`src/logic/prio_cfg.svh`:
```
/*
 * calc2 command priority stage configuration
 * widths, port count and issue queue depth
 */
`ifndef PRIO_CFG_SVH
`define PRIO_CFG_SVH

// command, request tag and operand widths as seen on the hold ports
`define PRIO_CMD_W 4
`define PRIO_TAG_W 2
`define PRIO_DATA_W 32

// four request ports, so the port id needs two bits
`define PRIO_NUM_PORTS 4
`define PRIO_PORT_W 2

// entries held by each of the adder and shifter queues
`define PRIO_QUEUE_DEPTH 16

`endif

```
`src/logic/calc_cmd_pkg.sv`:
```
/*
 * calc2 command interface types
 * opcode encoding, request tag, operand and dispatched tag
 */
`include "prio_cfg.svh"

package calc_cmd_pkg;

   // only these five encodings are legal, anything else is reported as invalid
   typedef enum logic [`PRIO_CMD_W-1:0] {
      OP_NONE = 0,
      OP_ADD  = 1,
      OP_SUB  = 2,
      OP_SHL  = 5,
      OP_SHR  = 6
   } opcode_e;

   typedef logic [`PRIO_TAG_W-1:0] req_tag_t;

   typedef logic [`PRIO_DATA_W-1:0] operand_t;

   // port id in the upper bits, request tag in the lower bits
   typedef logic [`PRIO_PORT_W+`PRIO_TAG_W-1:0] out_tag_t;

endpackage

```
`src/logic/port_decode.sv`:
```
/*
 * per-port command decoder
 * routes add/sub and shift commands, flags any other opcode one cycle later
 */
`timescale 1ns/1ps

module port_decode (
   input  logic                  c_clk,
   input  logic                  rst_n,
   input  calc_cmd_pkg::opcode_e cmd,
   input  calc_cmd_pkg::req_tag_t tag,
   output logic                  add_req,
   output logic                  shift_req,
   output logic                  invalid_op,
   output calc_cmd_pkg::req_tag_t invalid_tag
);

   import calc_cmd_pkg::*;

   logic is_invalid;

   assign add_req    = (cmd == OP_ADD) || (cmd == OP_SUB);
   assign shift_req  = (cmd == OP_SHL) || (cmd == OP_SHR);

   // a zero command is simply an idle port
   assign is_invalid = (cmd != OP_NONE) && !add_req && !shift_req;

   // the report lasts one cycle and carries the offending request tag
   always_ff @(posedge c_clk) begin
      if (!rst_n) begin
         invalid_op  <= 1'b0;
         invalid_tag <= '0;
      end else begin
         invalid_op  <= is_invalid;
         invalid_tag <= is_invalid ? tag : '0;
      end
   end

endmodule

```
`config.mk`:
```
export PLATFORM = sky130hd
export DESIGN_NAME = port_decode
export DESIGN_NICKNAME = d
export VERILOG_FILES = /design/src/logic/calc_cmd_pkg.sv /design/src/logic/port_decode.sv
export VERILOG_INCLUDE_DIRS = /design/src /design/src/logic
export SDC_FILE = /design/constraint.sdc
export NUM_CORES = 1
export LEC_CHECK = 0
export BUFFER_PORTS_ARGS = -buffer_cell sky130_fd_sc_hd__buf_2
export CAP_MARGIN = 20
export CELL_PAD_IN_SITES_DETAIL_PLACEMENT = 1
export CELL_PAD_IN_SITES_GLOBAL_PLACEMENT = 2
export CORE_AREA = 2 2 39 41
export CTS_CLUSTER_DIAMETER = 30
export DETAILED_ROUTE_END_ITERATION = 10
export DIE_AREA = 0 0 41 43
export PLACE_DENSITY = 0.6
export SLEW_MARGIN = 20
export SYNTH_ARGS = -nofsm -noshare
export SYNTH_HDL_FRONTEND = slang
export SYNTH_SLANG_ARGS = --single-unit
```
`constraint.sdc`:
```
create_clock -name c_clk -period 0.89 [get_ports c_clk]
set_input_delay 0.089 -clock c_clk [delete_from_list [all_inputs] [get_ports c_clk]]
set_output_delay 0.089 -clock c_clk [all_outputs]
set_load 0.02 [all_outputs]
```
==> impl_metrics.tcl <==
set metrics [dict create \
    final_period_minus_worst_setup_slack_ps 812.7 \
    timing_hold_violations_final 0 \
    tritoncts "yes" \
    maximum_number_of_pins_on_one_net_before_global_route_repair 4 \
    worst_slew_pin_slew_ps 237.5 \
    hold_fix_buffer_count_after_cts 0 \
    drt_wl_total_um 441 \
    post_cts_buffers 0 \
    htreeDepth 1 \
    cts_inserted_buffers 3 \
    groute.usage.overall_pct 6.520 \
    synth_top_area_share_pct 48.98 \
    rows 14 \
    hold-path-endpoint "invalid_tag[0]" \
    synth_xor_area_share_pct 7.143 \
    synth_nets 21 \
    worstPathMaxFanout 3 \
    die_w_um 41 \
    final.period_utilization_pct 91.31 \
    fp.coreArea_mm2 0.001384 \
    post_route_drc 0 \
    clockRootBuffer "clkbuf_4" \
    cts-root-to-sink-buffers 2 \
    ioPinCount 13 \
    grt_setup_unrepaired "no" \
    count_of_instances_resized_after_the_clock_tree_is_built 0 \
    synth_top_flop_cell "dfxtp_1" \
    path_category_of_the_worst_min_delay_check "in -> reg" \
    detail_route.first_pass.iterations 2 \
    critical_path_class "in -> out" \
    largest_family_of_logic_cells_by_synthesized_area "simple AND/OR/NAND/NOR gates" \
    synth-compound-area-share_pct 18.37 \
    maxSlewHeadroom_pct 84.17 \
    number_of_nets_still_failing_antenna_checks_after_routing 0 \
    startpoint_type "input pin" \
    antenna_cells 0 \
    timing.hold.worst.start "tag[0]" \
    vias_per_cell 3.578 \
    yosys.cell_types.count 8 \
    power.static_leakage_nw 0.1125 \
    synth.cells.most_frequent "a21oi_1 (3), dfxtp_1 (3), nand2_1 (2)" \
    final_replace_weighted_congestion 0.5884 \
    drive_gt1_share_pct 55.17 \
    synth_sequential_area_ratio_pct 48.98 \
    yosys_warnings 0 \
    final_net_count 38 \
    synth_cells 13 \
    worstPathArrival_ps 720 \
    vdd_ir_drop_max_mv 0.2518 \
    global_route.overflow_total 0 \
    grt_pass1_vias 162 \
    synth_area_leaders "dfxtp_1 (49%), a21oi_1 (12%), or3b_4 (9.2%)" \
    via_count 161 \
    grt_antenna_before_repair 0 \
    io_buffer_count 12 \
    finalPower_w 0.0004645 \
    cts.sink_count 3 \
    1st_iter_drt_viols 2 \
    maxSlewViolCount 0 \
    min_delay_path_depth 3 \
    max-cap-violations 0 \
    power_density_mw_per_mm2 2029 \
    clk_pin_slew_worst_paths_ps 40 \
    grt_pass1_wl_um 655 \
    tns_ps 0 \
    synth_top_cell_by_area "dfxtp_1" \
    routed_wire_length_per_instance_um 9.800 \
    avg_synthesized_cell_area_um2 9.432 \
    initial_utilization_pct 8.861 \
    cp-end-kind "primary output" \
    muxShareOfSynthArea_pct 0 \
    area_growth_syn_to_layout_pct 86.73 \
    post_synth_and_or_nand_nor_area_fraction_pct 25.51 \
    fmax_ghz 1.231 \
    synth-adder-area-share_pct 0 \
    synth-seq-cells 3 \
    synth_enable_flop_cells 0 \
    run_status "completed" \
    dieArea_mm2 0.001763 \
    final_setup_vio_count 0 \
    die_y_um 43 \
    synthesis.area_um2 122.6 \
    asyncSetResetFlopFracSynth_pct 0 \
    cp.required_ps 800 \
]
-- through the flow --
| stage | hold WS [ps] | utilization [%] | setup WS [ps] | std cells | cell area, µm² |
|---|---|---|---|---|---|
| final | 86.17 | 16.55 | 77.34 | 45 | 229.0 |
| after global routing | 85.43 | 16.55 | 41.51 | 45 | 229.0 |
| after CTS | 89.15 | 16.55 | 63.75 | 45 | 229.0 |
| after detailed placement | 336.8 | 14.65 | 36.90 | 41 | 202.7 |
| after global placement | 331.1 | 14.65 | 96.27 | 41 | 202.7 |
| after floorplan | 205.1 | - | 63.39 | 13 | 122.6 |
-- critical path: stages --
cell and delay [ps]:
buf_2 120, xnor2_1 150, nor3b_1 180, buf_2 190
-- flip-flops by register name (all words and copies together), names as in the netlist --
register,cells
invalid_tag,2
invalid_op,1
-- worst max path at each step --
stage,slack (ps),end,startpoint,cells past startpoint
6_report,80,shift_req,cmd[0],4
3_5_place_dp,40,invalid_tag[1],cmd[0],3
4_1_cts,60,shift_req,cmd[0],4
2_1_floorplan,60,shift_req,cmd[1],2
3_3_place_gp,100,invalid_tag[1],cmd[0],3
5_1_grt,40,shift_req,cmd[0],4
-- cell usage in the layout, fill, tap and decap left out --
cell / synthesis / layout
a21boi_1: 1 / 1
a21oi_1: 3 / 3
buf_2: 0 / 12
clkbuf_1: 0 / 1
clkbuf_4: 0 / 3
dfxtp_1: 3 / 3
nand2_1: 2 / 2
nor3_1: 1 / 1
nor3b_1: 1 / 1
or3b_4: 1 / 1
xnor2_1: 1 / 1
-- where the power goes --
part            total, W  internal [W]  switching (W)
Sequential      0.000145      0.000143     0.00000174
Combinational  0.0000745     0.0000322      0.0000424
Clock           0.000245      0.000168      0.0000765
Total           0.000465      0.000344       0.000121
-- cell type report --
| type | instances | area, µm² |
|---|---|---|
| clock buffer | 4 | 26.28 |
| fill | 169 | 1155 |
| multi-input combinational | 10 | 62.56 |
| sequential | 3 | 60.06 |
| tap | 16 | 20.02 |
| timing repair buffer | 12 | 60.06 |
-- logic make-up after synthesis --
family,Yosys count
XOR/XNOR,1
flip-flops,3
AND/OR/NAND/NOR,5
AO/OA/AOI/OAI,4
-- routing by layer --
metal	global-route usage (%)	vias to the layer above	wire, µm
met1	6.731	65	185
met3	4.712	4	78
met2	7.187	15	159
met5	0	-	0
met4	8.000	0	17
li1	-	77	-
Power figures use the tool's default switching activity.
